**src/common/conv_pkg.sv**
```systemverilog
package conv_pkg;

  // kernel side, at least 4 so a result is ready by the next write slot
  localparam int KERNEL_DEF = 5;
  localparam int FRAC_BITS  = 8;
  localparam int ADDR_W_DEF = 16;

  typedef logic signed [15:0] pixel_t;

  // one memory word, ch0 in the upper half
  typedef struct packed {
    pixel_t ch0;
    pixel_t ch1;
  } pair_t;

  typedef logic signed [31:0] prod_t;
  typedef logic signed [31:0] acc_t;

  localparam pixel_t PIX_MAX = 16'sh7fff;
  localparam pixel_t PIX_MIN = 16'sh8000;

  typedef enum logic [2:0] {
    IDLE      = 3'd0,
    LOAD_COEF = 3'd1,
    FILL      = 3'd2,
    STEP      = 3'd3,
    COMPUTE   = 3'd4,
    DRAIN     = 3'd5,
    DONE      = 3'd6
  } conv_state_t;

endpackage

```
**src/hw/conv_engine/bias_add.sv**
```systemverilog
`timescale 1ns/1ps

module bias_add (
  input  logic            clk,
  input  logic            rst,
  input  logic            bias_load,
  input  logic            sum_valid,
  input  conv_pkg::pair_t bias_word,
  input  conv_pkg::pair_t sum,
  output logic            out_valid,
  output conv_pkg::pair_t out_data
);
  import conv_pkg::*;

  pair_t bias_q;

  function automatic pixel_t sat_add(pixel_t a, pixel_t b);
    logic signed [16:0] s;
    s = a + b;
    // top two bits disagree on overflow
    if (s[16] != s[15]) begin
      return s[16] ? PIX_MIN : PIX_MAX;
    end
    return pixel_t'(s[15:0]);
  endfunction

  always_ff @(posedge clk) begin
    if (bias_load) begin
      bias_q <= bias_word;
    end
    if (sum_valid) begin
      out_data.ch0 <= sat_add(sum.ch0, bias_q.ch0);
      out_data.ch1 <= sat_add(sum.ch1, bias_q.ch1);
    end
  end

  always_ff @(posedge clk or posedge rst) begin
    if (rst) begin
      out_valid <= 1'b0;
    end else begin
      out_valid <= sum_valid;
    end
  end

endmodule

```
**config.mk**
```make
export PLATFORM = sky130hd
export DESIGN_NAME = bias_add
export DESIGN_NICKNAME = d
export VERILOG_FILES = /design/src/common/conv_pkg.sv /design/src/hw/conv_engine/bias_add.sv
export SDC_FILE = /design/constraint.sdc
export NUM_CORES = 1
export LEC_CHECK = 0
export CAP_MARGIN = 10
export CELL_PAD_IN_SITES_DETAIL_PLACEMENT = 1
export CELL_PAD_IN_SITES_GLOBAL_PLACEMENT = 2
export CORE_UTILIZATION = 37
export DETAILED_ROUTE_END_ITERATION = 8
export DONT_BUFFER_PORTS = 1
export PLACE_DENSITY_LB_ADDON = 0.12
export SYNTH_ARGS = -nofsm -noshare
export SYNTH_HDL_FRONTEND = slang
export SYNTH_SLANG_ARGS = --single-unit
```
**constraint.sdc**
```tcl
create_clock -name clk -period 2.5 [get_ports clk]
set_input_delay 0.375 -clock clk [delete_from_list [all_inputs] [get_ports clk]]
set_output_delay 0.375 -clock clk [all_outputs]
set_load 0.01 [all_outputs]
```
* Word-level counts from Yosys, hierarchy flattened *
Cells that the tools add are included.

storage, ports and cells
  register bits = 65
  input port bits = 68
  output and inout bits = 33
  logic and storage cells = 19

cells by class
  add/sub/neg operators = 2
  equal/unequal tests = 2
  muxes and demuxes = 10

operators with widths
  operator                 number
  two-way mux 16 bit       6
  adder 16 x 16 -> 17 bit  2
  two-way mux 1 bit        4
  inequality test 1 bit    2

* Longest topological paths before layout *
  depth after elaboration = 5
  depth in mapped cells = 11
  gate-level depth less buffers = 10

* Worst setup path after synthesis *
No wires, ideal clock.

  kind = input to register
  from = input port sum[16] (netlist name)
  to = register out_data[23] (netlist name) (data pin)
  arrival = 2.367 ns
  required time = 2.358 ns
  setup slack = -0.009 ns
  stages = 11
  cell sequence = ha_1 > inv_1 > fa_1 > nor2b_1 > o211ai_1 > a21oi_1 > o2111ai_1 > a32oi_2 > nor2_4 > buf_6 > o21ai_2

on the way
  cells in the longest elaborated chain, start to end = 5
  elaborated cells on any way between the ends = 7
  classes of those cells = add/sub (1); eq/ne (1); mux (5)

ends and longest elaborated chain
  item                         line            source
  from (decl)                  bias_add.sv:9   input conv_pkg::pair_t sum,
  adder 16 x 16 -> 17 bit (*)  bias_add.sv:19  s = a + b;
  inequality test 1 bit        bias_add.sv:21  if (s[16] != s[15]) begin
  two-way mux 1 bit            bias_add.sv:21
  two-way mux 1 bit            bias_add.sv:31  if (sum_valid) begin
  two-way mux 16 bit (*)       bias_add.sv:24  return pixel_t'(s[15:0]);
  to (decl)                    bias_add.sv:11  output conv_pkg::pair_t out_data

Every way passes the cells marked *; elsewhere a longest branch is shown, timed or not. The select of a mux whose other input is x is not followed.
A chain may end at the register's enable or synchronous reset.

* Worst setup path after layout *
  from = register bias_q[16] (netlist name)
  to = register out_data[27] (netlist name) (data pin)

on the way
  cells in the longest elaborated chain, start to end = 5
  elaborated cells on any way between the ends = 7
  classes of those cells = add/sub (1); eq/ne (1); mux (5)

ends and longest elaborated chain
  item                         line            source
  from (decl)                  bias_add.sv:15  pair_t bias_q;
  from (signal assigned)       bias_add.sv:29  bias_q <= bias_word;
  adder 16 x 16 -> 17 bit (*)  bias_add.sv:19
  inequality test 1 bit        bias_add.sv:21
  two-way mux 1 bit            bias_add.sv:21
  two-way mux 1 bit            bias_add.sv:31
  two-way mux 16 bit (*)       bias_add.sv:24

Marks and branches as above.

==> key figures <==
Run status
  – Outcome: finished, final reports clean

Clocking
  – CTS buffer count: 9
  – Clk_lat worst skew: 340 ps
  – H-tree levels: 3
  – CTS tree: yes
  – CTS Sinks: 65
  – Clk buf depth: 2
  – CTS root buffer: clkbuf_8
  – Clk pin slew, worst setup/hold paths: 80 ps

Drt
  – First drt pass iteration count: 4
  – DRC: 0
  – DR vias/cell: 5.22
  – Initial drt markers: 49
  – DRT antenna net count: 0
  – WL/cell: 18.9 um
  – Vias: 2610
  – Post-Route WL: 9450 um

Layout
  – Commonest non-fill, non-tap cell in the layout: edfxtp_1
  – Most frequent cells in the layout: edfxtp_1 (64), buf_4 (51), a21oi_1 (17), nand2_1 (17), ha_1 (17)
  – Share of cells above drive strength 1: 0.395
  – Layout Utilization: 0.497
  – Final net count: 465
  – ANT cells: 0
  – Fill cells: 1016
  – P&R area growth vs syn: 29.5%

Yosys
  – Sequential element share of the synthesized area: 0.519
  – Synth Warn #: 0
  – Fraction of the mapped netlist area in adder cells: 0.134
  – Synth Area in Compound Gates: 0.188
  – Mux contribution to synthesized area: 0
  – Post-synth EDFFs: 64
  – Most used DFF post-synth: edfxtp_1
  – Post-synth cell types: 52
  – Register bit count reported by yosys: 65
  – Average size of a mapped cell: 12.6 um2
  – Post-synthesis cell count: 298
  – Asr flop ratio synth: 0.0154
  – Synthesized Nets: 400
  – Main combinational cell family by area after synthesis: compound AO/OA/AOI/OAI gates
  – Post-Synth XOR/XNOR Area: 0.0584
  – Simple-Gate Fraction of Synth Area: 0.0801
  – Mapped Area: 0.00375 mm2

Floorplanning
  – Core Region: 0.00977 mm2
  – FP Rows: 36
  – I/O pin total: 101
  – Die area: 0.0105 mm2
  – Die width: 103 um
  – Die height: 103 um
  – Initial Utilization: 0.384

Hold path
  – Worst min-delay path class: in2reg
  – Worst hold path cell count: 0

Global routing
  – M3 GR Usage: 0.0651
  – Initial antenna violation count: 1
  – Busiest metal layer after global routing: met2
  – GR Util met2: 0.284
  – First-pass GRT wire length: 14100 um
  – Largest net degree at the start of global routing: 34
  – Met1 Resource Use GR: 0.234
  – Vias in the first global route: 2787
  – Total grt overflow: 0
  – GRT Util Overall: 0.183

Setup path
  – Worst setup SP type: register
  – WP data required: 2590 ps
  – Crit. End Element: register
  – CP max FO: 4
  – Worst EP arrival: 2580 ps
  – Setup CP Type: reg2reg
  – Worst r2r path cells: 9

Placed design
  – DP Wirelength: 7020 um
  – Final GP Congestion: 0.835
  – I/O Buffers: 0

STA
  – Final Critical Period: 2490 ps
  – Worst Tran Pin Value: 435 ps
  – Final setup fails: 0
  – Unrepaired setup endpoints after global routing: true
  – Fin. Hold Viols: 0
  – Fin crit share: 0.995
  – Fmax: 402 MHz
  – Worst Skew: 14.0 ps
  – Hold_ws: 86.8 ps
  – Final Slew Violations: 0
  – Max-slew headroom: 0.709

Power and ir drop
  – Peak supply drop: 0.297 mV
  – Pwr dens: 693 mW/mm2
  – P_leak: 1.80 nW

Flow run
  – Max-Cap Viols: 0
==> stage by stage <==
step	instances	TNS, ps	total power [W]	instance area (um2)	worst slack, ps
after global placement	475	-2040	0.00245	4270	-151
after floorplan	298	0	0.00213	3750	25.5
after detailed placement	475	-5070	0.00247	4270	-236
final	500	0	0.00336	4850	12.4
after CTS	495	0	0.00327	4540	5.33
after global routing	500	-646	0.00357	4850	-84.6
==> flip-flops by register name, indices dropped and copies added, names as in the netlist <==
name and flops:
bias_q 32, out_data 32, out_valid 1
==> synth_stat cells (7+ instances only) <==
master | number | area [um2]
o21ai_1 | 15 | 75.1
nand2_1 | 19 | 71.3
a21oi_1 | 25 | 125
ha_1 | 32 | 400
xnor2_1 | 15 | 131
inv_1 | 11 | 41.3
o21ai_0 | 7 | 35.0
nor2_1 | 10 | 37.5
edfxtp_1 | 64 | 1920
xor2_1 | 10 | 87.6
a21o_1 | 10 | 75.1
o21ai_2 | 11 | 96.3
==> layout make-up <==
cell class | count | area [um2] | share of cell area
multi-input combinational | 218 | 2070 | 0.427
sequential | 65 | 1950 | 0.401
timing repair buffer | 58 | 478 | 0.0985
tap | 133 | 166 | 0.0343
clock buffer | 9 | 124 | 0.0255
inverter | 11 | 41.3 | 0.00851
clock inverter | 6 | 26.3 | 0.00541
==> kinds of logic (layout without fill, tap and decap cells) <==
kind of cell,Yosys count,after routing
simple gates,56,56
xor+xnor,25,25
compound gates,97,97
flops,65,65
buf+inv,15,84
fa+ha+maj,40,40
==> worst max-delay path, cell delays in order, from the launching register on <==
cell	delay (ps)
edfxtp_1	370
ha_2	190
buf_4	140
a211oi_4	290
nor3_4	90
o311ai_4	400
a21oi_2	120
a211oi_2	230
xnor2_1	120
maj3_2	310
==> power breakdown <==
| part | leakage (nW) | switching, W | internal, W | total, W |
|---|---|---|---|---|
| registers | 0.630 | 0.000122 | 0.00141 | 0.00153 |
| logic | 1.09 | 0.000539 | 0.000552 | 0.00109 |
| clock network | 0.0811 | 0.000405 | 0.000339 | 0.000744 |
==> what timing repair did <==
action                                  4_1_cts  5_1_grt
pin swaps                                    12       31
endpoints found under the hold margin         1        0
gates resized for setup                      19       49
endpoints found under the setup margin       31       32
hold buffers                                  1        0
setup buffers                                 4        8
==> worst paths after layout <==
| kind | startpoint | endpoint | slack, ps |
|---|---|---|---|
| worst max-delay path | bias_q[16] | out_data[27] | 10 |
| worst min-delay path | sum_valid | out_valid | 90 |
| worst max register to register | bias_q[16] | out_data[27] | 10 |
| worst min register to register | bias_q[16] | out_data[16] | 750 |
| max in group asynchronous | rst | out_valid | 2070 |
| min in group asynchronous | rst | out_valid | 340 |
==> per-layer routing <==
metal	vias to the layer above	part of all wire
li1	1275	-
met1	1244	0.46
met2	77	0.46
met3	12	0.064
met4	2	0.016
met5	-	0.0011
(Power assumes the default switching activity.)
