## config.mk

```make
export PLATFORM = sky130hd
export DESIGN_NAME = tap_shift
export DESIGN_NICKNAME = d
export VERILOG_FILES = /design/src/hw/conv_engine/tap_shift.sv
export SDC_FILE = /design/constraint.sdc
export NUM_CORES = 1
export LEC_CHECK = 0
export BUFFER_PORTS_ARGS = -buffer_cell sky130_fd_sc_hd__buf_2
export CAP_MARGIN = 20
export CORE_AREA = 10 10 321 323
export DETAILED_ROUTE_END_ITERATION = 10
export DIE_AREA = 0 0 331 333
export MAX_ROUTING_LAYER = met4
export SLEW_MARGIN = 40
export SYNTH_ARGS = -nofsm -noshare
export SYNTH_HDL_FRONTEND = slang
export SYNTH_SLANG_ARGS = --single-unit
```

## constraint.sdc

```tcl
create_clock -name clk -period 29.5 [get_ports clk]
set_clock_uncertainty 0.05 [all_clocks]
set_input_delay 1.475 -clock clk [delete_from_list [all_inputs] [get_ports clk]]
set_output_delay 1.475 -clock clk [all_outputs]
set_load 0.01 [all_outputs]
```

## src/hw/conv_engine/tap_shift.sv

```systemverilog
`timescale 1ns/1ps

module tap_shift #(
  parameter type T     = logic [31:0],
  parameter int  DEPTH = 25
) (
  input  logic clk,
  input  logic rst,
  input  logic shift,
  input  T     din,
  output T     taps [DEPTH]
);

  // newest entry at the top, oldest drifts down to index 0
  always_ff @(posedge clk or posedge rst) begin
    if (rst) begin
      for (int i = 0; i < DEPTH; i++) begin
        taps[i] <= T'('0);
      end
    end else if (shift) begin
      for (int i = 0; i < DEPTH - 1; i++) begin
        taps[i] <= taps[i+1];
      end
      taps[DEPTH-1] <= din;
    end
  end

endmodule

```

Word level (Yosys, flattened, before mapping)
Index checks and enable logic that the tools add are counted.
{ "totals": {"regBits": 800, "in_bits": 35, "output_inout_bits": 800, "word_cells": 25} }

Depth between registers and ports, before layout
Gate-level depths: netlist of run 1.
{ "depth": {"ltp_word": 0, "mapped_depth": 4, "depth_no_buf": 1} }

Worst setup path before layout of run 1
Ideal clock, no wire load.
{ "synth_path": {"path_kind": "input -> register", "from": "in shift", "to": "reg taps[0] (netlist name)", "t_arrival_ps": 2230, "t_required_ps": 29325, "slack_ps": 27095, "stages": 4, "path_cell_list": "buf_6 -> buf_6 -> clkbuf_8 -> mux2_2"} }
{ "synth_rtl": {"columns": ["item", "line_no", "source"], "rows": [
  ["start: declaration", "9", "input logic shift,"],
  ["end signal: indexed assignment", "18", "taps[i] <= T'('0);"],
  ["end signal: indexed assignment", "22", "taps[i] <= taps[i+1];"],
  ["end signal: indexed assignment", "24", "taps[DEPTH-1] <= din;"],
  ["end: declaration", "11", "output T taps [DEPTH]"]
]} }
No word-level cell between the ends.

Worst setup path in the final report of run 1
{ "layout_path": {"from": "in shift", "to": "reg taps[294] (netlist name)"} }
No word-level cell between the ends.

==> results.sh, run 1 <==
export IMPL_status="finished clean"
export IMPL_clock_latency_ns=0.64
export IMPL_worstPathArrival_ns=4.76
export IMPL_die_height_microns=333
export IMPL_power_leakage_nw=18.2
export IMPL_drc=0
export IMPL_antenna_found_initial=5
export IMPL_final_core_util=0.395
export IMPL_nNetsFinal=2578
export IMPL_cp_slowest_cell="buf_6"
export IMPL_crit_buf_inv=5
export IMPL_fillers=9101
export IMPL_dp_slack_ns=24.59
export IMPL_syn_inst=1690
export IMPL_yosysTopAreaCellShare=0.662
export IMPL_instances_no_fill=3883
export IMPL_fin_crit_sh=0.145
export IMPL_ys_types=5
export IMPL_hp_class="reg2reg"
export IMPL_critPathKind="in2reg"
export IMPL_num_vias=17500
export IMPL_relSlewSlack=0.455
export IMPL_crit_path_cell_trace="buf_8 -> buf_4 -> buf_12 -> buf_16 -> buf_6 -> mux2_2"
export IMPL_cts_setup_buffers=0
export IMPL_initial_core_util=0.314
export IMPL_grt_ovfl_total=0
export IMPL_fin_crit_ns=4.28
export IMPL_rsz0062_at_grt="false"
export IMPL_hpwl_microns=64700
export IMPL_worstMarginPinSlew_ns=0.817
export IMPL_root_buffer="clkbuf_16"
export IMPL_cts_buffers=85
export IMPL_largest_reg_flops=800
export IMPL_final_max_slew_viol_count=0
export IMPL_avgSynthCellArea_sq_um=17.9
export IMPL_grt_usage=0.153
export IMPL_die_w_microns=331
export IMPL_critical_path_top_delay_family="buffers and inverters"
export IMPL_dieArea_sq_um=110000
export IMPL_port_buffers=834
export IMPL_worst_setup_path_end_kind="flop"
export IMPL_multiInputGateArea_sq_um=9010
export IMPL_place_area_sq_um=35100
export IMPL_maxCapViolations=0
export IMPL_register_area_sq_um=20000
export IMPL_setup_viol=0
export IMPL_power_mw=4.43
export IMPL_ctsResizeCount=0
export IMPL_reg_largest_list="taps (800)"
export IMPL_grt_pass1_wl_microns=126000
export IMPL_viasPerCell=4.52
export IMPL_syn2layout_area_growth_pct=25.9
export IMPL_cts_tree="done"
export IMPL_final_area_sq_um=38100
export IMPL_drt_total_wl_microns=85500
export IMPL_cts_sinks=800
export IMPL_final_antenna_net_count=0
export IMPL_syn_area_sq_um=30200
export IMPL_dp_cells=3729
export IMPL_fin_ws_ns=25.22
export IMPL_core_area_sq_um=96300
export IMPL_ctsHoldBuffers=0
export IMPL_cp_max_fo=108
export IMPL_drt_pass1_iter_count=4
export IMPL_hold_viol=0
export IMPL_drive_above_1_share=0.688
export IMPL_cp_slowest_stage_delay_ns=0.71
export IMPL_regMostFlops="taps"
export IMPL_rows=114
export IMPL_vdd_ir_drop_worst_mv=0.0560
export IMPL_cp_start_kind="primary input"
export IMPL_grt_pass1_vias=18700
export IMPL_synth_top_area_cell="dfrtp_1"
export IMPL_power_density_nw_per_um2=116
export IMPL_ios=835
export IMPL_required_ns=29.98
export IMPL_synthTopCellsByArea="dfrtp_1 (66%), mux2_2 (30%), clkbuf_8 (3.6%)"
export IMPL_cts_max_level=3
export IMPL_syn_nets=1725
export IMPL_grt_max_degree=179
export IMPL_ys_seq_elements=800
export IMPL_place_gp_congestion=0.814
export IMPL_yosysWarnings=0
export IMPL_clk_path_buf_depth=3
export IMPL_whs_ns=0.452
export IMPL_drtIter0Drc=693
export IMPL_ys_seq_area_frac=0.662
export IMPL_routedWlPerCell_microns=22.0
export IMPL_clk_pin_slew_ns=0.06
export IMPL_fmax_ghz=0.233
export IMPL_setup_tns_ns=0
## metal layers
metal / global-route usage / up-vias / part of all wire
li1: - / 7749 / -
met1: 0.170 / 9070 / 0.38
met2: 0.250 / 598 / 0.49
met3: 0.0569 / 120 / 0.098
met4: 0.0536 / 0 / 0.027
met5: - / - / 0
## kinds of logic after synthesis
family,count (synthesis),share of synthesized area
DFF,800,0.662
muxes,800,0.298
buffers and inverters,90,0.0399
## power by group
group / internal [mW] / switching [mW] / total [mW]
logic: 0.664 / 0.698 / 1.36
registers: 1.56 / 0.405 / 1.97
clock network: 0.668 / 0.435 / 1.10
total: 2.89 / 1.54 / 4.43
## final cells by class
class	count	area share
clock buffer	123	0.0668
timing repair buffer	855	0.118
clock inverter	27	0.00986
antenna	1	0.0000657
tap	1276	0.0419
sequential	800	0.526
multi-input combinational	800	0.237
inverter	1	0.000427
## layout by cell type (no fill, tap or decap), drive strengths merged
cell	n
buf	854
bufinv	8
clkbuf	124
clkinv	13
clkinvlp	3
dfrtp	800
diode	1
inv	4
mux2	800
## Yosys cell counts
cell type / count
buf_6: 9
clkbuf_8: 80
dfrtp_1: 800
inv_1: 1
mux2_2: 800
## worst paths after layout
kind | to | slack [ns] | cells after the start | startpoint
worst max-delay path | taps[294]$_DFFE_PP0P_ | 25.22 | 6 | shift
worst min-delay path | taps[777]$_DFFE_PP0P_ | 0.45 | 1 | taps[777]$_DFFE_PP0P_
worst max register to register | taps[320]$_DFFE_PP0P_ | 28.46 | 1 | taps[288]$_DFFE_PP0P_
worst min register to register | taps[777]$_DFFE_PP0P_ | 0.45 | 1 | taps[777]$_DFFE_PP0P_
max in group asynchronous | taps[189]$_DFFE_PP0P_ | 26.00 | 7 | rst
min in group asynchronous | taps[641]$_DFFE_PP0P_ | 0.85 | 2 | rst
Note: power is estimated with default switching activity, not from simulation.
==> run 2: changes to the inputs <==
==> constraint.sdc (replaced) <==
create_clock -name clk -period 3.5 [get_ports clk]
set_clock_uncertainty 0.05 [all_clocks]
set_input_delay 0.175 -clock clk [delete_from_list [all_inputs] [get_ports clk]]
set_output_delay 0.175 -clock clk [all_outputs]
set_load 0.01 [all_outputs]
==> run 2 against run 1 <==
  * Combinational power grew to 8.5 times the previous value
  * Global-route usage grew 0.26 points
  * Clock power grew to 8.4 times the previous value
  * Final cell count grew 1.7%
  * Worst hold slack lost 0.37 ns
  * Critical path depth shrank 5
  * Register-to-register slack lost 26 ns
  * Critical endpoint is now taps[320]
  * Highest routed layer unchanged
==> results.sh, run 2 (synthesis results as in run 1) <==
export IMPL_fin_crit_sh=0.477
export IMPL_grt_usage=0.155
export IMPL_initial_core_util=0.314
export IMPL_cp_slowest_stage_delay_ns=0.59
export IMPL_critPathKind="reg2out"
export IMPL_status="finished clean"
export IMPL_regMostFlops="taps"
export IMPL_layout_commonest_cell="buf_2"
export IMPL_drtIter0Drc=827
export IMPL_fmax_ghz=0.599
export IMPL_dr_max_layer_used="met4"
export IMPL_core_area_sq_um=96300
export IMPL_critical_path_top_delay_family="flip-flops"
export IMPL_rsz0062_at_grt="false"
export IMPL_clock_latency_ns=0.64
export IMPL_final_area_sq_um=38700
export IMPL_drt_total_wl_microns=86700
export IMPL_viasPerCell=4.48
export IMPL_drc=0
export IMPL_grt_max_degree=102
export IMPL_place_area_sq_um=35400
export IMPL_clk_pin_slew_ns=0.06
export IMPL_met2_wirelength_microns=42600
export IMPL_wl_met1_microns=33700
export IMPL_clk_path_buf_depth=3
export IMPL_drive_above_1_share=0.682
export IMPL_place_gp_congestion=0.821
export IMPL_grt_ovfl_total=0
export IMPL_r2r_cells=1
export IMPL_worst_setup_path_end_kind="output port"
export IMPL_nNetsFinal=2640
export IMPL_largest_reg_flops=800
export IMPL_hold_viol=0
export IMPL_ctsResizeCount=0
export IMPL_required_ns=3.27
export IMPL_grt_pass1_vias=19000
export IMPL_syn2layout_area_growth_pct=27.9
export IMPL_dieArea_sq_um=110000
export IMPL_hpwl_microns=66100
export IMPL_final_max_slew_viol_count=0
export IMPL_maxCapViolations=0
export IMPL_routedWlPerCell_microns=21.9
export IMPL_num_vias=17700
export IMPL_cts_sinks=800
export IMPL_hp_class="in2async"
export IMPL_setup_viol=0
export IMPL_ios=835
export IMPL_crit_buf_inv=1
export IMPL_die_w_microns=331
export IMPL_wl_met3_microns=7840
export IMPL_cp_max_fo=3
export IMPL_final_antenna_net_count=0
export IMPL_rows=114
export IMPL_cts_setup_buffers=0
export IMPL_grt_pass1_wl_microns=128000
export IMPL_cts_buffers=85
export IMPL_cts_max_level=3
export IMPL_port_buffers=834
export IMPL_drt_pass1_iter_count=4
export IMPL_vdd_ir_drop_worst_mv=0.640
export IMPL_reg_largest_list="taps (800)"
export IMPL_power_density_nw_per_um2=967
export IMPL_power_leakage_nw=18.5
export IMPL_cp_slowest_cell="dfrtp_1"
export IMPL_root_buffer="clkbuf_16"
export IMPL_worstMarginPinSlew_ns=0.838
export IMPL_crit_path_cell_trace="buf_2"
export IMPL_antenna_found_initial=5
export IMPL_relSlewSlack=0.441
export IMPL_r2r_start="taps[320]$_DFFE_PP0P_"
export IMPL_cts_tree="done"
export IMPL_cp_startpoint="taps[320]$_DFFE_PP0P_"
export IMPL_fin_crit_ns=1.67
export IMPL_cp_start_kind="flop"
export IMPL_worstPathArrival_ns=1.45
export IMPL_worst_path_stages=1
export IMPL_power_mw=37.4
export IMPL_final_cell_mix="buf_2 (833), mux2_2 (800), dfrtp_1 (800)"
export IMPL_die_height_microns=333
-- run 2: cell count changes in the layout (fill, tap and decap cells not counted), moves of 2 or more --
cell           previous run  this run
buf_6                     5         0
clkbuf_8                 22        20
clkbuf_1                 14        18
dlygate4sd3_1             0        33
buf_12                    5        19
buf_16                    4         0
buf_4                     6        31
clkinv_2                 10        14
clkbuf_16                88        86
-- run 2: repair_timing --
item	4_1_cts	5_1_grt
hold endpoints to repair	209	0
hold buffers	33	0
endpoints found under the setup margin	0	0
-- run 2: final timing paths --
check	endpoint	slack, ns
hold reg to reg	taps[779]$_DFFE_PP0P_	0.45
max in group asynchronous	taps[727]$_DFFE_PP0P_	2.36
min in group clk	taps[794]$_DFFE_PP0P_	0.09
hold / removal	taps[654]$_DFFE_PP0P_	0.08
setup reg to reg	taps[352]$_DFFE_PP0P_	2.47
setup / recovery	taps[320]	1.83
-- run 2: power by group --
group	internal, mW	switching [mW]	leakage, nW
combinational	5.65	5.97	7.36
clock	5.55	3.71	1.43
sequential	13.2	3.33	9.68
-- run 2: metal layers --
| metal | GRT usage | up-vias |
|---|---|---|
| li1 | - | 7878 |
| met1 | 0.178 | 9045 |
| met2 | 0.253 | 616 |
| met3 | 0.0512 | 138 |
| met4 | 0.0547 | 0 |
| met5 | - | - |
-- run 2: area by class of cell --
cell class                 count  area, sq um
multi-input combinational    800         9010
sequential                   800        20000
antenna                        2         5.00
tap                         1276         1600
fill                        9042        57600
timing repair buffer         917         5130
clock inverter                30          404
clock buffer                 124         2490
inverter                       1         7.51
-- run 2: through the flow --
step           worst slack, ns  std cells   util  hold slack, ns  setup TNS (ns)
2_1_floorplan            -7.71       1690      -           0.277        -6164.58
3_3_place_gp              1.63       3760  0.368           0.356               0
3_5_place_dp              1.58       3761  0.368           0.177               0
4_1_cts                   1.70       3948  0.402          0.0192               0
5_1_grt                   1.74       3949  0.402          0.0538               0
6_report                  1.83       3950  0.402          0.0779               0
