--- config.mk ---
export PLATFORM = sky130hd
export DESIGN_NAME = conv_counters
export DESIGN_NICKNAME = d
export VERILOG_FILES = /design/src/common/conv_pkg.sv /design/src/hw/conv_counters.sv
export SDC_FILE = /design/constraint.sdc
export NUM_CORES = 1
export LEC_CHECK = 0
export BUFFER_PORTS_ARGS = -buffer_cell sky130_fd_sc_hd__buf_2
export CELL_PAD_IN_SITES_DETAIL_PLACEMENT = 0
export CELL_PAD_IN_SITES_GLOBAL_PLACEMENT = 1
export CORE_ASPECT_RATIO = 1.25
export CORE_MARGIN = 1.5
export CORE_UTILIZATION = 33
export DETAILED_ROUTE_END_ITERATION = 8
export GPL_TIMING_DRIVEN = 0
export MAX_ROUTING_LAYER = met4
export PLACE_DENSITY = 0.68
export SKIP_LAST_GASP = 1
export SYNTH_ARGS = -nofsm -noshare
export SYNTH_HDL_FRONTEND = slang
export SYNTH_SLANG_ARGS = --single-unit
--- constraint.sdc ---
create_clock -name clk -period 1.8 [get_ports clk]
set_input_delay 0.27 -clock clk [delete_from_list [all_inputs] [get_ports clk]]
set_output_delay 0.27 -clock clk [all_outputs]
set_load 0.01 [all_outputs]
--- src/common/conv_pkg.sv ---
package conv_pkg;

  // kernel side, at least 4 so a result is ready by the next write slot
  localparam int KERNEL_DEF = 5;
  localparam int FRAC_BITS  = 8;
  localparam int ADDR_W_DEF = 16;

  typedef logic signed [15:0] pixel_t;

  // one memory word, ch0 in the upper half
  typedef struct packed {
    pixel_t ch0;
    pixel_t ch1;
  } pair_t;

  typedef logic signed [31:0] prod_t;
  typedef logic signed [31:0] acc_t;

  localparam pixel_t PIX_MAX = 16'sh7fff;
  localparam pixel_t PIX_MIN = 16'sh8000;

  typedef enum logic [2:0] {
    IDLE      = 3'd0,
    LOAD_COEF = 3'd1,
    FILL      = 3'd2,
    STEP      = 3'd3,
    COMPUTE   = 3'd4,
    DRAIN     = 3'd5,
    DONE      = 3'd6
  } conv_state_t;

endpackage

--- src/hw/conv_counters.sv ---
`timescale 1ns/1ps

module conv_counters #(
  parameter int IMG_W  = 12,
  parameter int IMG_H  = 8,
  parameter int KERNEL = conv_pkg::KERNEL_DEF,
  parameter int ADDR_W = conv_pkg::ADDR_W_DEF
) (
  input  logic                                   clk,
  input  logic                                   rst,
  input  conv_pkg::conv_state_t                  state,
  output logic [$clog2(KERNEL+1)-1:0]            tap_cnt,
  output logic [$clog2(2*KERNEL*KERNEL+1)-1:0]   coef_cnt,
  output logic [ADDR_W-1:0]                      col_base,
  output logic                                   tap_last,
  output logic                                   fill_last,
  output logic                                   coef_last,
  output logic                                   row_last,
  output logic                                   frame_last
);
  import conv_pkg::*;

  localparam int OUT_W = IMG_W - KERNEL + 1;
  localparam int OUT_H = IMG_H - KERNEL + 1;
  localparam int NCOEF = 2 * KERNEL * KERNEL;

  logic [$clog2(KERNEL)-1:0]  fill_col;
  logic [$clog2(OUT_W+1)-1:0] ox;
  logic [$clog2(OUT_H+1)-1:0] oy;
  logic [ADDR_W-1:0]          row_base;
  logic                       in_slot;

  assign in_slot    = (state == FILL) || (state == STEP) || (state == DRAIN);
  assign tap_last   = (tap_cnt == KERNEL);
  assign coef_last  = (coef_cnt == NCOEF);
  assign fill_last  = (fill_col == KERNEL - 2);
  assign row_last   = (ox == OUT_W - 1);
  assign frame_last = row_last && (oy == OUT_H - 1);

  always_ff @(posedge clk or posedge rst) begin
    if (rst) begin
      tap_cnt  <= '0;
      coef_cnt <= '0;
      fill_col <= '0;
    end else begin
      if (in_slot && !tap_last) begin
        tap_cnt <= tap_cnt + 1'b1;
      end else begin
        tap_cnt <= '0;
      end
      if (state == LOAD_COEF) begin
        coef_cnt <= coef_cnt + 1'b1;
      end else if (state == IDLE) begin
        coef_cnt <= '0;
      end
      if (state != FILL) begin
        fill_col <= '0;
      end else if (tap_last) begin
        fill_col <= fill_col + 1'b1;
      end
    end
  end

  // output position and column addresses
  always_ff @(posedge clk or posedge rst) begin
    if (rst) begin
      ox       <= '0;
      oy       <= '0;
      row_base <= '0;
      col_base <= '0;
    end else if (state == IDLE) begin
      ox       <= '0;
      oy       <= '0;
      row_base <= '0;
      col_base <= '0;
    end else if (state == COMPUTE) begin
      if (row_last) begin
        ox       <= '0;
        oy       <= oy + 1'b1;
        row_base <= row_base + ADDR_W'(IMG_W);
        col_base <= row_base + ADDR_W'(IMG_W);
      end else begin
        ox <= ox + 1'b1;
      end
    end else if (in_slot && tap_last) begin
      col_base <= col_base + 1'b1;
    end
  end

endmodule

# [Word-level counts from Yosys, hierarchy flattened]
# Index checks and enable logic that the tools add are counted.
# W data, S select, Z words.
[op_classes] add_sub_neg=7 n_eq_ne=12 n_mux=17 reduce_logical=14
[ops] op="$mux W16" count=6
[ops] op="$mux W3" count=6
[ops] op="$add A16 B1 Y16 const B" count=1
[ops] op="$add A16 B4 Y16 const B" count=1
[ops] op="$eq A3 B2 Y1 const B" count=4
[ops] op="$mux W4" count=3
[ops] op="$mux W6" count=2
[ops] op="$add A3 B1 Y3 const B" count=3
[ops] op="$eq A3 B3 Y1 const B" count=3
[ops] op="$reduce_bool A2 Y1" count=4
[ops] op="$add A6 B1 Y6 const B" count=1
[ops] op="$eq A6 B6 Y1 const B" count=1
[ops] op="$add A4 B1 Y4 const B" count=1
[ops] op="$eq A4 B3 Y1 const B" count=1
[ops] op="$reduce_and A2 Y1" count=2
[ops] op="$eq A3 B1 Y1 const B" count=1
[ops] op="$logic_and A1 B1 Y1" count=3
[ops] op="$logic_not A3 Y1" count=1
[ops] op="$ne A3 B2 Y1 const B" count=1
[ops] op="$ne A3 B3 Y1 const B" count=1
[ops] op="$reduce_bool A3 Y1" count=1
[ops] op="$logic_or A1 B1 Y1" count=2
[ops] op="$logic_not A1 Y1" count=1
[totals] reg_bits=51 input_bits=5 out_inout_bits=30 word_cells=57

# [Depth between registers and ports, before layout]
[depth] ltp_word=7 ltp_mapped=9 mapped_depth_nobuf=7

# [Worst setup path after synthesis]
# No wires, ideal clock.
[synth_path] path_kind="register to register" from="reg col_base[0]" to="reg col_base[12]" setup_time_ns=0.138 arrival_ns=1.625 required_ns=1.662 setup_slack_ns=0.036 stages_incl_launch_ff=7 path_buffers=0 synth_period_minus_slack_ns=1.764 path_cell_list="dfrtp_1 ha_1 nand4_1 nor3_1 a31oi_1 o21ai_0 o221ai_1"
[synth_via] elab_chain_len=4
[synth_lines] item="start: declaration" line_no="conv_counters.sv:14" rtl="output logic [ADDR_W-1:0] col_base,"
[synth_lines] item="start signal: assignment" line_no="conv_counters.sv:81" rtl="col_base <= row_base + ADDR_W'(IMG_W);"
[synth_lines] item="start signal: assignment" line_no="conv_counters.sv:86" rtl="col_base <= col_base + 1'b1;"
[synth_lines] item="$add A16 B1 Y16" line_no="conv_counters.sv:86"
[synth_lines] item="$mux W16" line_no="conv_counters.sv:85" rtl="end else if (in_slot && tap_last) begin"
[synth_lines] item="$mux W16" line_no="conv_counters.sv:76" rtl="end else if (state == COMPUTE) begin"
[synth_lines] item="$mux W16" line_no="conv_counters.sv:71" rtl="end else if (state == IDLE) begin"
# No other way between the ends. The select of a mux whose other input is x is not followed.
# A chain may end at the register's enable or synchronous reset.

# [Worst setup path after layout]
[layout_path] from="reg row_base[2]" to="reg col_base[10]"
[layout_via] elab_chain_len=4
[layout_lines] item="start: declaration" line_no="conv_counters.sv:30" rtl="logic [ADDR_W-1:0] row_base;"
[layout_lines] item="start signal: assignment" line_no="conv_counters.sv:80" rtl="row_base <= row_base + ADDR_W'(IMG_W);"
[layout_lines] item="$add A16 B4 Y16" line_no="conv_counters.sv:81"
[layout_lines] item="$mux W16" line_no="conv_counters.sv:77" rtl="if (row_last) begin"
[layout_lines] item="$mux W16" line_no="conv_counters.sv:76"
[layout_lines] item="$mux W16" line_no="conv_counters.sv:71"
# No other way between the ends. The select of a mux whose other input is x is not followed.

==> key figures <==
Run status
  – Status: finished, final reports clean

Setup path
  – Arrival time of the worst setup path: 2.00 ns
  – Worst Path Buf+Inv: 2
  – Crit path max-delay family: flip-flops
  – Crit-path max cell delay: 0.40 ns
  – Required @ worst endpoint: 2.03 ns
  – CP Capture Type: flop
  – R2R Path Start: row_base[2]$_DFFE_PP0P_
  – Max FO, Critical Path: 6
  – R2R setup slack: 0.03 ns
  – Crit-path cells: inv_1, ha_1, nand3b_1, buf_4, nor2_2, xor2_1, a22oi_1, o21ai_0
  – R2r worst-path depth: 8
  – Worst setup path class: reg2reg
  – CP startpoint kind: flop
  – Reg-to-reg critical path endpoint: col_base[10]$_DFFE_PP0P_
  – Crit-path slowest cell: dfrtp_2

GRT
  – Gr ovfl total: 0
  – GRT Util Overall: 17.27%
  – Vias in the first global route: 2,407
  – Largest net degree at the start of global routing: 29
  – First-pass GRT wire length: 12.26 mm
  – Initial antenna violation count: 0

CTS
  – Root Buffer: clkbuf_8
  – CTS tree: built
  – Worst-path clk slew: 0.10 ns
  – Clock sinks: 49
  – Clk_lat worst skew: 0.31 ns
  – CTS buffer count: 5
  – Bufs on Longest Clock Path: 2
  – CTS HTree Levels: 2

Die
  – # IOs: 35
  – Chip width: 86.49 µm
  – Die ar.: 9286 µm²
  – Row Count: 37
  – Die H: 107.4 µm
  – Initial core utilization: 34.50%
  – CORE AREA: 8333 µm²

STA
  – Slew Viols, Final: 0
  – Worst slew pin tran: 0.5927 ns
  – Worst slew margin: 60.48%
  – Final Hold Vio Count: 0
  – Clock skew: 0.009501 ns
  – Min setup slack post-route: 0.03006 ns
  – Post-route setup TNS: 0 ns
  – Crit share post-route: 98.33%
  – RSZ-0062 raised after global routing: true
  – Setup violators final: 0
  – Max frequency: 565.0 MHz
  – Tmin final: 1.770 ns

Power
  – VDD IR max: 0.0003285 V
  – Leak: 0.001602 µW
  – Total chip power: 2489 µW
  – Power per cell area: 700.2 nW/µm²

Drt
  – Antenna Nets Post-Route: 0
  – Routed wire length: 7.574 mm
  – DRC viols: 0
  – Per-cell routed wire length: 15.85 µm
  – Initial drt markers: 120
  – Vias per cell: 5.312
  – First-pass iteration count of the detailed router: 4
  – Vias: 2,539

Final layout
  – Most frequent cells in the layout: 42 x dfrtp_1, 40 x nand2_1, 36 x buf_2
  – Area Growth Syn to Fin: 23.63%
  – Fraction of layout cells with a size suffix above 1: 27.03%
  – Non-filler cells, final: 478
  – Fill cells: 849
  – Most common cell after layout, fill and taps aside: dfrtp_1
  – Antenna diodes: 0
  – Non-Filler Cell Area, Final: 3555 µm²
  – Final nets: 396

Flow run
  – Max-cap check violation count: 0

Yosys
  – Sequential fraction of the synthesis area: 42.65%
  – Post-synthesis register bit count: 49
  – Synthesized area: 2875 µm²
  – Cells after synthesis: 321
  – Mapped Avg Cell Area: 8.957 µm²
  – Syn nets: 337
  – Yosys Warn Count: 0
  – Ys async rst share: 100.0%
  – Post-synth EDFFs: 0
  – Yosys cell types: 54
  – Most used DFF post-synth: dfrtp_1

Min path
  – Worst hold path type: in2reg
  – Hold Crit Depth: 3
  – Min-delay src: state[0]
  – Hold endpoint: coef_cnt[5]$_DFFE_PP0P_

Placed design
  – Buffers on Ports: 33
  – Pre-CTS setup slack: -0.2532 ns
  – DP Cell Count: 452
  – GP Congestion: 0.8183
  – Area post-placement: 3182 µm²
  – DP Wirelength: 5.408 mm
cell usage after synthesis (2+ instances only):
| cell type | count | area [µm²] |
|---|---|---|
| o211ai_1 | 3 | 22.52 |
| nand3_1 | 11 | 55.05 |
| inv_1 | 12 | 45.04 |
| nand3b_1 | 2 | 15.01 |
| ha_1 | 11 | 137.6 |
| buf_6 | 3 | 33.78 |
| o32a_1 | 3 | 30.03 |
| xor2_1 | 8 | 70.07 |
| o31ai_1 | 7 | 52.55 |
| nor2b_1 | 3 | 18.77 |
| nor2_1 | 35 | 131.4 |
| o22a_1 | 2 | 17.52 |
| dfrtp_1 | 49 | 1226 |
| and4_1 | 2 | 17.52 |
| nor3_1 | 8 | 40.04 |
| o21ai_0 | 38 | 190.2 |
| nand2_1 | 40 | 150.1 |
| mux2i_1 | 2 | 20.02 |
| buf_2 | 6 | 30.03 |
| xnor2_1 | 6 | 52.55 |
| and3_1 | 3 | 18.77 |
| a31oi_1 | 6 | 37.54 |
| a21o_1 | 2 | 15.01 |
| clkbuf_1 | 4 | 15.01 |
| a21oi_1 | 12 | 60.06 |
| o22ai_1 | 4 | 25.02 |
| nand4_1 | 8 | 50.05 |
| o221ai_1 | 2 | 17.52 |
| and2_1 | 2 | 12.51 |
| a22o_1 | 2 | 17.52 |
| or2_2 | 2 | 12.51 |
registers in the layout, indices dropped and copies added (netlist names):
register	cells
col_base	16
fill_col	3
coef_cnt	6
oy	3
row_base	14
ox	4
tap_cnt	3
logic make-up after synthesis:
logic type	after synthesis	share of synthesized area [%]
xor+xnor	14	4.265
mux	2	0.6963
flops	49	42.65
simple gates	126	22.19
buf+inv	27	4.743
fa+ha+maj	11	4.787
compound gates	92	20.67
layout make-up:
cell class / instances / area (µm²) / share of cell area (%)
clock buffer: 5 / 68.82 / 1.936
clock inverter: 3 / 65.06 / 1.830
tap: 97 / 121.4 / 3.414
multi-input combinational: 245 / 1590 / 44.74
timing repair buffer: 52 / 326.6 / 9.187
inverter: 12 / 45.04 / 1.267
sequential: 49 / 1235 / 34.74
buffer: 15 / 102.6 / 2.886
per-stage QoR:
stage,hold slack (ns),util [%]
final,0.3190,42.66
after CTS,0.3145,41.07
after floorplan,0.4461,-
after global placement,0.4618,37.94
after global routing,0.3405,42.66
after detailed placement,0.3414,38.18
how the worst max path moves through the flow:
stage | start | slack, ns | endpoint | cells past startpoint
floorplan | col_base[0]$_DFFE_PP0P_ | 0.04 | col_base[12]$_DFFE_PP0P_ | 6
global placement | rst | -0.49 | col_base[15]$_DFFE_PP0P_ | 2
detailed placement | col_base[0]$_DFFE_PP0P_ | -0.25 | col_base[12]$_DFFE_PP0P_ | 6
CTS | col_base[0]$_DFFE_PP0P_ | -0.01 | col_base[10]$_DFFE_PP0P_ | 7
global route | row_base[2]$_DFFE_PP0P_ | -0.08 | col_base[10]$_DFFE_PP0P_ | 8
finish | row_base[2]$_DFFE_PP0P_ | 0.03 | col_base[10]$_DFFE_PP0P_ | 8
routing by layer:
metal	global-route usage, %	vias to the layer above	wire, µm
li1	-	1266	-
met1	21.28	1227	3416
met2	29.41	39	3842
met3	2.914	7	204
met4	4.263	0	110
met5	-	-	0
power by group:
group          switching (µW)  internal (µW)
Clock                     399            553
Sequential               81.8           1160
Combinational             172            127
worst reg2reg max path, delay by kind of cell, from the launching register on:
kind,cells,cell delay (ns)
flip-flops,1,0.40
adder cells (fa/ha/maj),1,0.25
AO/OA/AOI/OAI,2,0.25
XOR/XNOR,1,0.21
AND/OR/NAND/NOR,2,0.35
buffers and inverters,2,0.23
repair_timing:
item	4_1_cts	5_1_grt
setup buffers	8	8
endpoints found under the hold margin	7	0
cloned	0	1
resized for setup	10	24
endpoints found under the setup margin	23	26
hold buffers	1	0
pin swaps	3	6
Note: power is estimated with default switching activity, not from simulation.
