File: config.mk
export PLATFORM = sky130hd
export DESIGN_NAME = conv_ctrl
export DESIGN_NICKNAME = d
export VERILOG_FILES = /design/src/common/conv_pkg.sv /design/src/hw/conv_ctrl.sv
export SDC_FILE = /design/constraint.sdc
export NUM_CORES = 1
export LEC_CHECK = 0
export BUFFER_PORTS_ARGS = -buffer_cell sky130_fd_sc_hd__buf_2
export CAP_MARGIN = 20
export CORE_AREA = 5 5 42 44
export CTS_CLUSTER_DIAMETER = 80
export DETAILED_ROUTE_END_ITERATION = 16
export DIE_AREA = 0 0 47 49
export PLACE_DENSITY = 0.37
export REMOVE_ABC_BUFFERS = 1
export SYNTH_ARGS = -nofsm -noshare
export SYNTH_HDL_FRONTEND = slang
export SYNTH_SLANG_ARGS = --single-unit
File: constraint.sdc
create_clock -name clk -period 1.29 [get_ports clk]
set_input_delay 0.129 -clock clk [delete_from_list [all_inputs] [get_ports clk]]
set_output_delay 0.129 -clock clk [all_outputs]
set_load 0.1 [all_outputs]
File: src/common/conv_pkg.sv
package conv_pkg;

  // kernel side, at least 4 so a result is ready by the next write slot
  localparam int KERNEL_DEF = 5;
  localparam int FRAC_BITS  = 8;
  localparam int ADDR_W_DEF = 16;

  typedef logic signed [15:0] pixel_t;

  // one memory word, ch0 in the upper half
  typedef struct packed {
    pixel_t ch0;
    pixel_t ch1;
  } pair_t;

  typedef logic signed [31:0] prod_t;
  typedef logic signed [31:0] acc_t;

  localparam pixel_t PIX_MAX = 16'sh7fff;
  localparam pixel_t PIX_MIN = 16'sh8000;

  typedef enum logic [2:0] {
    IDLE      = 3'd0,
    LOAD_COEF = 3'd1,
    FILL      = 3'd2,
    STEP      = 3'd3,
    COMPUTE   = 3'd4,
    DRAIN     = 3'd5,
    DONE      = 3'd6
  } conv_state_t;

endpackage

File: src/hw/conv_ctrl.sv
`timescale 1ns/1ps

module conv_ctrl (
  input  logic                  clk,
  input  logic                  rst,
  input  logic                  start,
  input  logic                  tap_last,
  input  logic                  fill_last,
  input  logic                  coef_last,
  input  logic                  row_last,
  input  logic                  frame_last,
  output conv_pkg::conv_state_t state,
  output logic                  compute,
  output logic                  done
);
  import conv_pkg::*;

  conv_state_t state_nx;

  always_comb begin
    state_nx = state;
    case (state)
      IDLE: begin
        if (start) begin
          state_nx = LOAD_COEF;
        end
      end
      LOAD_COEF: begin
        // last read of the load is the bias word
        if (coef_last) begin
          state_nx = FILL;
        end
      end
      FILL: begin
        if (tap_last && fill_last) begin
          state_nx = STEP;
        end
      end
      STEP: begin
        if (tap_last) begin
          state_nx = COMPUTE;
        end
      end
      COMPUTE: begin
        if (frame_last) begin
          state_nx = DRAIN;
        end else if (row_last) begin
          state_nx = FILL;
        end else begin
          state_nx = STEP;
        end
      end
      DRAIN: begin
        // one slot so the last pending result reaches memory
        if (tap_last) begin
          state_nx = DONE;
        end
      end
      DONE: begin
        state_nx = IDLE;
      end
      default: begin
        state_nx = IDLE;
      end
    endcase
  end

  always_ff @(posedge clk or posedge rst) begin
    if (rst) begin
      state <= IDLE;
    end else begin
      state <= state_nx;
    end
  end

  // window is complete in COMPUTE, the last column landed in the write slot
  assign compute = (state == COMPUTE);
  assign done    = (state == DONE);

endmodule

# Word-level counts from Yosys, hierarchy flattened

Index checks and enable logic that the tools add are counted.

Word-level logic and storage cells: 23
Bits in read-only memories: 0
Register bits after elaboration: 3
Input bits: 8
Bits in latches: 0
RAM bits: 0
Output and inout bits: 5
Memories kept: 0

Equality and inequality tests: 11
Add/subtract/negate cells: 0
Bitwise operators: 0
Div/mod/pow operators: 0
Multiplexer cells: 8
$lt $le $gt $ge: 0
Reduce and logical (&&, ||, !) cells: 3
Shifts and indexed selects: 0
Multiply operators: 0

Operators by type and width:

| operator                                                               | count |
|---|---|
| 3-bit two-way mux                                                      | 6 |
| 3-bit one-hot mux with 6 select lines                                  | 1 |
| 2-bit != test (second input constant)                                  | 5 |
| 3-bit equality test (second input constant)                            | 3 |
| 3-bit by 2-bit equality test with 1-bit output (second input constant) | 2 |
| 5-bit AND reduction                                                    | 1 |
| 3-bit by 1-bit equality test with 1-bit output (second input constant) | 1 |
| 3-bit zero test                                                        | 1 |
| 1-bit logical AND                                                      | 1 |
| 1-bit two-way mux                                                      | 1 |

# Longest topological paths before layout

Gate-level depths: netlist of the first run.

Depth in word-level cells: 3
Gate-level depth with buffers: 3
Gate-level depth less buffers: 3

# Worst setup path before layout of the first run

OpenSTA, ideal clock, no wires.

Path kind: register to output
Start: register state[2]
End: output compute
Arrival: 2575 ps
Path buffers: 0
Required time: 1161 ps
Stages on the path, launching flop included: 3
Setup slack: -1414 ps
Cells stage by stage: dfrtp_1 -> or2b_1 -> nor2_1

Word-level cells in the longest chain between the ends: 1

Ends and longest elaborated chain:

| what                   | line            | text |
|---|---|---|
| start, declared        | conv_ctrl.sv:12 | `output conv_pkg::conv_state_t state,` |
| start signal, assigned | conv_ctrl.sv:72 | `state <= state_nx;` |
| 3-bit equality test    | conv_ctrl.sv:77 | `assign compute = (state == COMPUTE);` |
| end, declared          | conv_ctrl.sv:13 | `output logic compute,` |

Every way passes these cells.

# Worst setup path in the final report of the first run

Start: register state[1]
End: output compute

Same word-level chain as after synthesis.

==> results summary, run 1 <==
The main combinational cell family by area after synthesis is simple AND/OR/NAND/NOR gates. The floorplan step set the die height to 49 um. The summed instance area of the synthesized netlist is 238 um2.

Synthesis produced a netlist whose cell count is 22. The synthesized-area fraction occupied by adder cells came out at 0. The final antenna-violating net count is 0. Across the run, the number of max-cap violations was 0. The average detailed-routed wire length per instance is 11.4 um. The area fraction of the dominant cell type after synthesis came out at 0.316. Adding up every negative setup slack in the final design gives -0.0527 ns.

The horizontal die dimension is 47 um. In this run the number of H-tree levels came out at 1. The remaining design rule violation count is 0. Traced cell by cell, the critical path runs through or2b_1 -> nor2_2 -> buf_12. The largest individual stage delay along the critical path comes from the cell dfrtp_1.

Counting tap cells, the placed design contains a total of 53 instances. Dividing total power by cell area gives a power density of 3120 nW/um2. The flip-flop count of the largest register, all copies and words added is 3.

The first detailed-routing pass took 2 iterations. The worst hold slack is 0.249 ns. The share of the yosys chip area belonging to registers is 0.316. Across the whole layout, storage elements account for 77.6 um2. Setup repair after global routing could not meet its margin everywhere. The total clock buffers created by CTS is 3. The number of antenna repair diodes is 0. The total leakage power came out at 0.237 nW.

The number of vias in the routed layout is 262. The number of slew-limit violations in the final report came out at 0. The post-synthesis share of cell area spent on and, or, nand and nor gates came out at 0.353. The flow ran to the end, but the final reports show violations.

The share of the synthesized netlist area taken by xor and xnor gates is 0. The initial core utilization is 0.170. The number of port buffers is 12. Once layout is complete, the cells apart from fillers number 63. The post-place setup slack is 0.0282 ns. The fraction of the cycle the final worst path needs came out at 1.03. The wire length of the first global-routing pass came out at 1210 um. The via count of the first global-routing pass was 292. Of all cell types, the one taking the most synthesized area is dfrtp_1. The remaining max-slew budget at the tightest pin is 0.779.

The clock slew seen by the registers of the worst setup and hold paths came out at 0.04 ns. The top cell types in the final layout, fill and taps aside, are buf_4 (8), buf_2 (7), buf_12 (5), o22ai_1 (3), clkbuf_4 (3). The maximum single-stage delay on the critical path is 0.39 ns.

The startpoint kind of the worst setup timing path is a flop. By area the synthesized netlist is led by dfrtp_1 (32%), a2111oi_4 (12%), and3b_2 (8.4%). The clock tree from TritonCTS is built. The mux contribution to synthesized area came out at 0.0474. Leaving out fill and tap cells, the most frequent cell in the layout is buf_4. The biggest fanout along the worst timing path came out at 3. In this run the worst hold path is classified as input port to flop. The end-of-flow core utilization came out at 0.353. The cell area after placement came out at 415 um2.

The first routing iteration left 3 violations. The top-level I/O count came out at 13. The actual transition at the worst max-transition pin came out at 0.329 ns.

The largest registers in the layout are state (3). The Yosys step of the flow raised 0 warnings. The filler cells instantiated in the layout total 149. Clock skew on the completed layout was measured at 0.00134 ns. The number of antenna violations at the first check in global routing is 0.

The largest net degree at the start of global routing came out at 7. The post-route cell area came out at 494 um2. The routed design could run at a clock period as short as 1.33 ns. For this run, the total global-route usage over all layers was measured as 0.0741. CTS saw 3 sinks.

The core area came out at 1400 um2. The final setup slack of the worst path came out at -0.0439 ns. The floorplan step defined a die boundary enclosing 2300 um2. The buffer depth of the longest clock path came out at 2. Of the cells placed in the final design, the portion with a size suffix greater than 1 is 0.681. The required time of the worst setup path came out at 1.16 ns. The total number of placement rows is 14. The worst supply voltage drop on vdd is 1.26 mV. The nature of the critical path endpoint is an output port. The total power of the final layout is 1.54 mW. The weighted congestion reported at the end of routability-driven placement is 0.628. Clock tree synthesis selected as its root buffer the cell clkbuf_4. The distinct cell type count after synthesis came out at 14. The latest clock arrival within the worst-skew pair came out at 0.23 ns. Wires add up to 717 um. The total half-perimeter wirelength after legalization and detailed placement came out at 538 um. The largest register by flop count is state. After detailed routing, the number of vias per cell comes to 4.16.

The area growth from synthesis to layout is 108%. Dividing the synthesized area by the synthesized cell count gives 10.8 um2. The final reports fail on setup timing. The number of endpoints with negative hold slack in the final report came to 0. The multi-input combinational cells in the finished layout cover a total of 161 um2. The count of endpoints failing setup in the final report came out at 2. The critical path arrival is 1.20 ns. The fraction of the mapped netlist area in compound gates is 0.268.

Timing would allow up to 750 MHz. The critical path is of the flop to output port type. The aggregate global routing overflow came out at 0. The final layout net count came out at 56. The number of synthesized register bits came out at 3.
power breakdown:
part / internal [mW] / switching (mW) / total [mW]
clock network: 0.116 / 0.0471 / 0.163
registers: 0.147 / 0.0475 / 0.194
logic: 0.515 / 0.668 / 1.18
layout make-up:
cell class	instances	share of cell area
Sequential cell	3	0.157
Multi-Input combinational cell	18	0.327
Inverter	1	0.00759
Tap cell	16	0.0405
Timing Repair Buffer	21	0.415
Clock buffer	4	0.0532
synthesized netlist by cell type:
library cell	count
dfrtp_1	3
nor3_1	1
nor2_1	2
mux2_2	1
and3b_4	1
nand3b_4	1
a21o_1	1
o22ai_1	3
inv_1	1
or2b_1	2
nand2_1	1
a21oi_1	2
and3b_2	2
a2111oi_4	1
critical path: cells and delay by family (launching register included):
kind | cells | cell delay [ns]
buf+inv | 1 | 0.19
flops | 1 | 0.39
simple gates | 2 | 0.39
per-layer routing:
| layer | vias to the layer above | part of all wire | routed length, um | track usage |
|---|---|---|---|---|
| met5 | - | 0 | 0 | 0 |
| li1 | 135 | - | - | - |
| met1 | 117 | 0.36 | 256 | 0.0752 |
| met4 | 0 | 0 | 0 | 0.0553 |
| met2 | 10 | 0.52 | 370 | 0.115 |
| met3 | 0 | 0.13 | 90 | 0.0295 |
logic make-up after synthesis:
kind of cell | Yosys count
simple gates | 10
buf+inv | 1
compound gates | 7
flops | 3
mux | 1
path summary, 6_finish.rpt:
path / from / end / slack, ns / cells after the start
worst max-delay path: state[1] / compute / -0.04 / 3
worst min register to register: state[2] / state[1] / 0.53 / 1
worst min-delay path: tap_last / state[2] / 0.25 / 3
min in group asynchronous: rst / state[0] / 0.30 / 3
worst max register to register: state[2] / state[0] / 0.04 / 4
max in group asynchronous: rst / state[2] / 0.85 / 3
timing repair:
item	in CTS	in global routing
gates resized for setup	3	0
endpoints found under the hold margin	3	0
setup endpoints to repair	2	3
setup buffers	5	0
pin swaps	1	1
hold buffers	1	0
(Power assumes the default switching activity.)
==> run 2: changes to the inputs <==
--- a/config.mk
+++ b/config.mk
@@ -12,7 +12,6 @@
 export DETAILED_ROUTE_END_ITERATION = 16
 export DIE_AREA = 0 0 47 49
 export PLACE_DENSITY = 0.37
-export REMOVE_ABC_BUFFERS = 1
 export SYNTH_ARGS = -nofsm -noshare
 export SYNTH_HDL_FRONTEND = slang
 export SYNTH_SLANG_ARGS = --single-unit
==> run 2 against run 1 <==
Against the previous run: the run still ends with setup timing left; global-route usage is 0.98 points lower; non-clock buffer count is 4 lower; cell area is 1.8% lower; sequential share of layout area is 2.1 points higher; cell count is 6.3% lower.
==> results summary, run 2 (same netlist as run 1, synthesis figures left out) <==
The critical path start-end classification is flop to output port. The nature of the critical path endpoint is an output port. The end-of-flow core utilization came out at 0.346.

The wire length of the first global-routing pass came out at 1010 um. The biggest fanout along the worst timing path is 6. The count of non-filler cells in the finished layout came out at 59. The via count of the first global-routing pass was 238. The endpoint of the most critical setup path is done. After floorplanning, the core was sized to cover 1400 um2. In the final routed layout, each cell accounts on average for 10.4 um. The worst supply voltage drop on vdd is 1.12 mV. The cell internal power dissipation is 0.753 mW. The library cells used most frequently in the layout, excluding fill and tap cells, are buf_2 (7), buf_12 (5). STA classifies the critical path startpoint as a flop.

Of the cells placed in the final design, the portion with a size suffix greater than 1 is 0.698. For this run, design rule violations remaining after detail routing come to 0. The share of total power consumed by net switching came out at 0.501.

The depth of the CTS H-tree came out at 1. The capture point of the worst reg-to-reg path is state[0]. The worst setup skew after layout is 0.00250 ns. Dividing the detail-routed via count by the number of cells gives 4.15. The clock slew seen by the registers of the worst setup and hold paths is 0.04 ns. The path category of the worst min-delay check is input port to flop.

The total clock buffers created by CTS came out at 3. Setup repair after global routing could not meet its margin everywhere. The remaining max-slew budget at the tightest pin is 0.789. The congestion estimate from routability-driven global placement came to 0.687.

The final layout net count is 52. The launch point of the worst path is state[1]. The length of the first detailed-routing pass in iterations came out at 2. The leading cell type in the layout, fill and taps excluded is buf_2.

The global routing usage summed across all routing layers came out at 0.0643. The die height is 49 um. The critical path arrival is 1.26 ns. The buffer depth of the longest clock path is 2.

The required time of the worst setup path is 1.16 ns. The number of cell instances on the worst register-to-register path came out at 4. The floorplan has 14 rows. Of the available clock period, the critical path in the final layout requires 1.08.

Traced cell by cell, the critical path runs through buf_4 -> and3b_2 -> buf_12. The routed wire length is 616 um. The actual transition at the worst max-transition pin came out at 0.314 ns.

The die footprint came out at 2300 um2. From synthesis to final layout, the design area changed by 104%. The flip-flop count of the largest register, all copies and words added is 3. The final setup slack of the worst path is -0.0978 ns. The clock tree from TritonCTS is built. The total leakage power came out at 0.220 nW. The number of port buffers came out at 12. Counting tap cells, the placed design contains a total of 51 instances. The flop-to-flop setup slack came out at 0.01 ns. The power per standard cell area is 3110 nW/um2. The aggregate global routing overflow came out at 0. After layout, the minimum clock period comes to 1.39 ns.

The final-layout setup total negative slack is -0.193 ns. Across all hold checks on the routed design, the worst slack comes to 0.237 ns. The reported net switching power is 0.755 mW.

The number of vias in the routed layout is 245. The number of nets produced by synthesis is 30. The number of fill cells is 147. In this run the horizontal extent of the chip is 47 um. Clock latency on the worst-skew pair, taken at its later pin, is 0.23 ns. The flow ran to the end, but the final reports show violations.

The largest register by flop count is state. The combinational cell fraction of total power is 0.718. The number of endpoints with negative hold slack in the final report came out at 0. The slowest stage of the critical path is the dfrtp_4 cell.

The sink count of the clock tree came out at 3. The highest attainable clock frequency came out at 721 MHz. During I/O placement, the number of pins put on the boundary was 13. The cell sitting at the root of the clock tree is a clkbuf_4.

In this run the remaining antenna-violating nets after routing total 0. The share of total power dissipated in the clock network is 0.109. In this run, the number of DRC markers left after iteration 0 of detailed routing was 1.

The number of antenna violations at the first check in global routing came out at 0. Setup violations remaining at the end of the flow were counted as 2. The maximum single-stage delay on the critical path came out at 0.47 ns.

The count of max-cap constraint violations is 0. The share of power burned in registers came out at 0.174. The largest registers in the layout are state (3). The number of antenna diodes in the final layout is 0.

The number of slew-limit violations in the final report is 0. The final reports fail on setup timing. The worst reg2reg path startpoint is state[2]. The largest net degree at the start of global routing came out at 10. The initial core utilization came out at 0.170.
[run 2: cell types whose count changed in the layout (fill, tap and decap cells not counted)]
cell,delta
buf_4,-5
buf_6,+1
dfrtp_1,-1
dfrtp_2,-2
dfrtp_4,+3
nor2_2,-1
nor2_4,+1
or2b_1,-1
or2b_4,+1
[run 2: layout make-up]
type	instances	area, um2	area share
repair buffers	17	179	0.369
well taps	16	20.0	0.0412
multi-input cells	18	170	0.351
inverters	1	3.75	0.00773
flip-flops and latches	3	86.3	0.178
clock buffers	4	26.3	0.0541
[run 2: power groups by stage]
stage	Clock, mW	Combinational (mW)	Sequential [mW]
after global placement	0	0.977	0.293
after CTS	0.171	1.08	0.259
after detailed placement	0	0.975	0.296
final	0.164	1.08	0.262
after global routing	0.186	1.13	0.274
after floorplan	0	0.317	0.595
[run 2: per-layer routing]
metal,global-route usage,up-vias,wire [um]
li1,-,125,-
met1,0.0687,112,251
met2,0.0860,8,309
met3,0.0369,0,55
met4,0.0553,0,0
met5,0,-,0
[run 2: worst max-delay path: cells and delay by family (launching register included)]
family                 cells  cell delay, ns
flip-flops                 1            0.47
buffers and inverters      2            0.32
AND/OR/NAND/NOR            1            0.23
[run 2: how the worst min path moves through the flow]
stage                           from        to  slack (ns)  cells after the start
after CTS                 frame_last  state[2]        0.24                      3
after global placement           rst  state[2]      -0.005                      2
final                     frame_last  state[2]        0.24                      3
after floorplan                  rst  state[0]       -0.12                      1
after detailed placement         rst  state[2]      -0.004                      2
after global routing      frame_last  state[2]        0.25                      3
[run 2: per-stage QoR]
stage	cell area (um2)	total power [mW]	worst slack, ns
floorplan	256	0.912	-0.294
finish	485	1.51	-0.0978
detailed placement	419	1.27	0.0754
global placement	419	1.27	0.0782
global route	485	1.59	-0.140
CTS	482	1.51	-0.123
[run 2: what timing repair did]
item                                    in CTS  in global routing
gates cloned                                 0                  0
setup buffers                                3                  0
pin swaps                                    2                  0
hold endpoints to repair                     3                  0
endpoints found under the setup margin       2                  3
hold buffers                                 1                  0
gates resized for setup                      1                  1
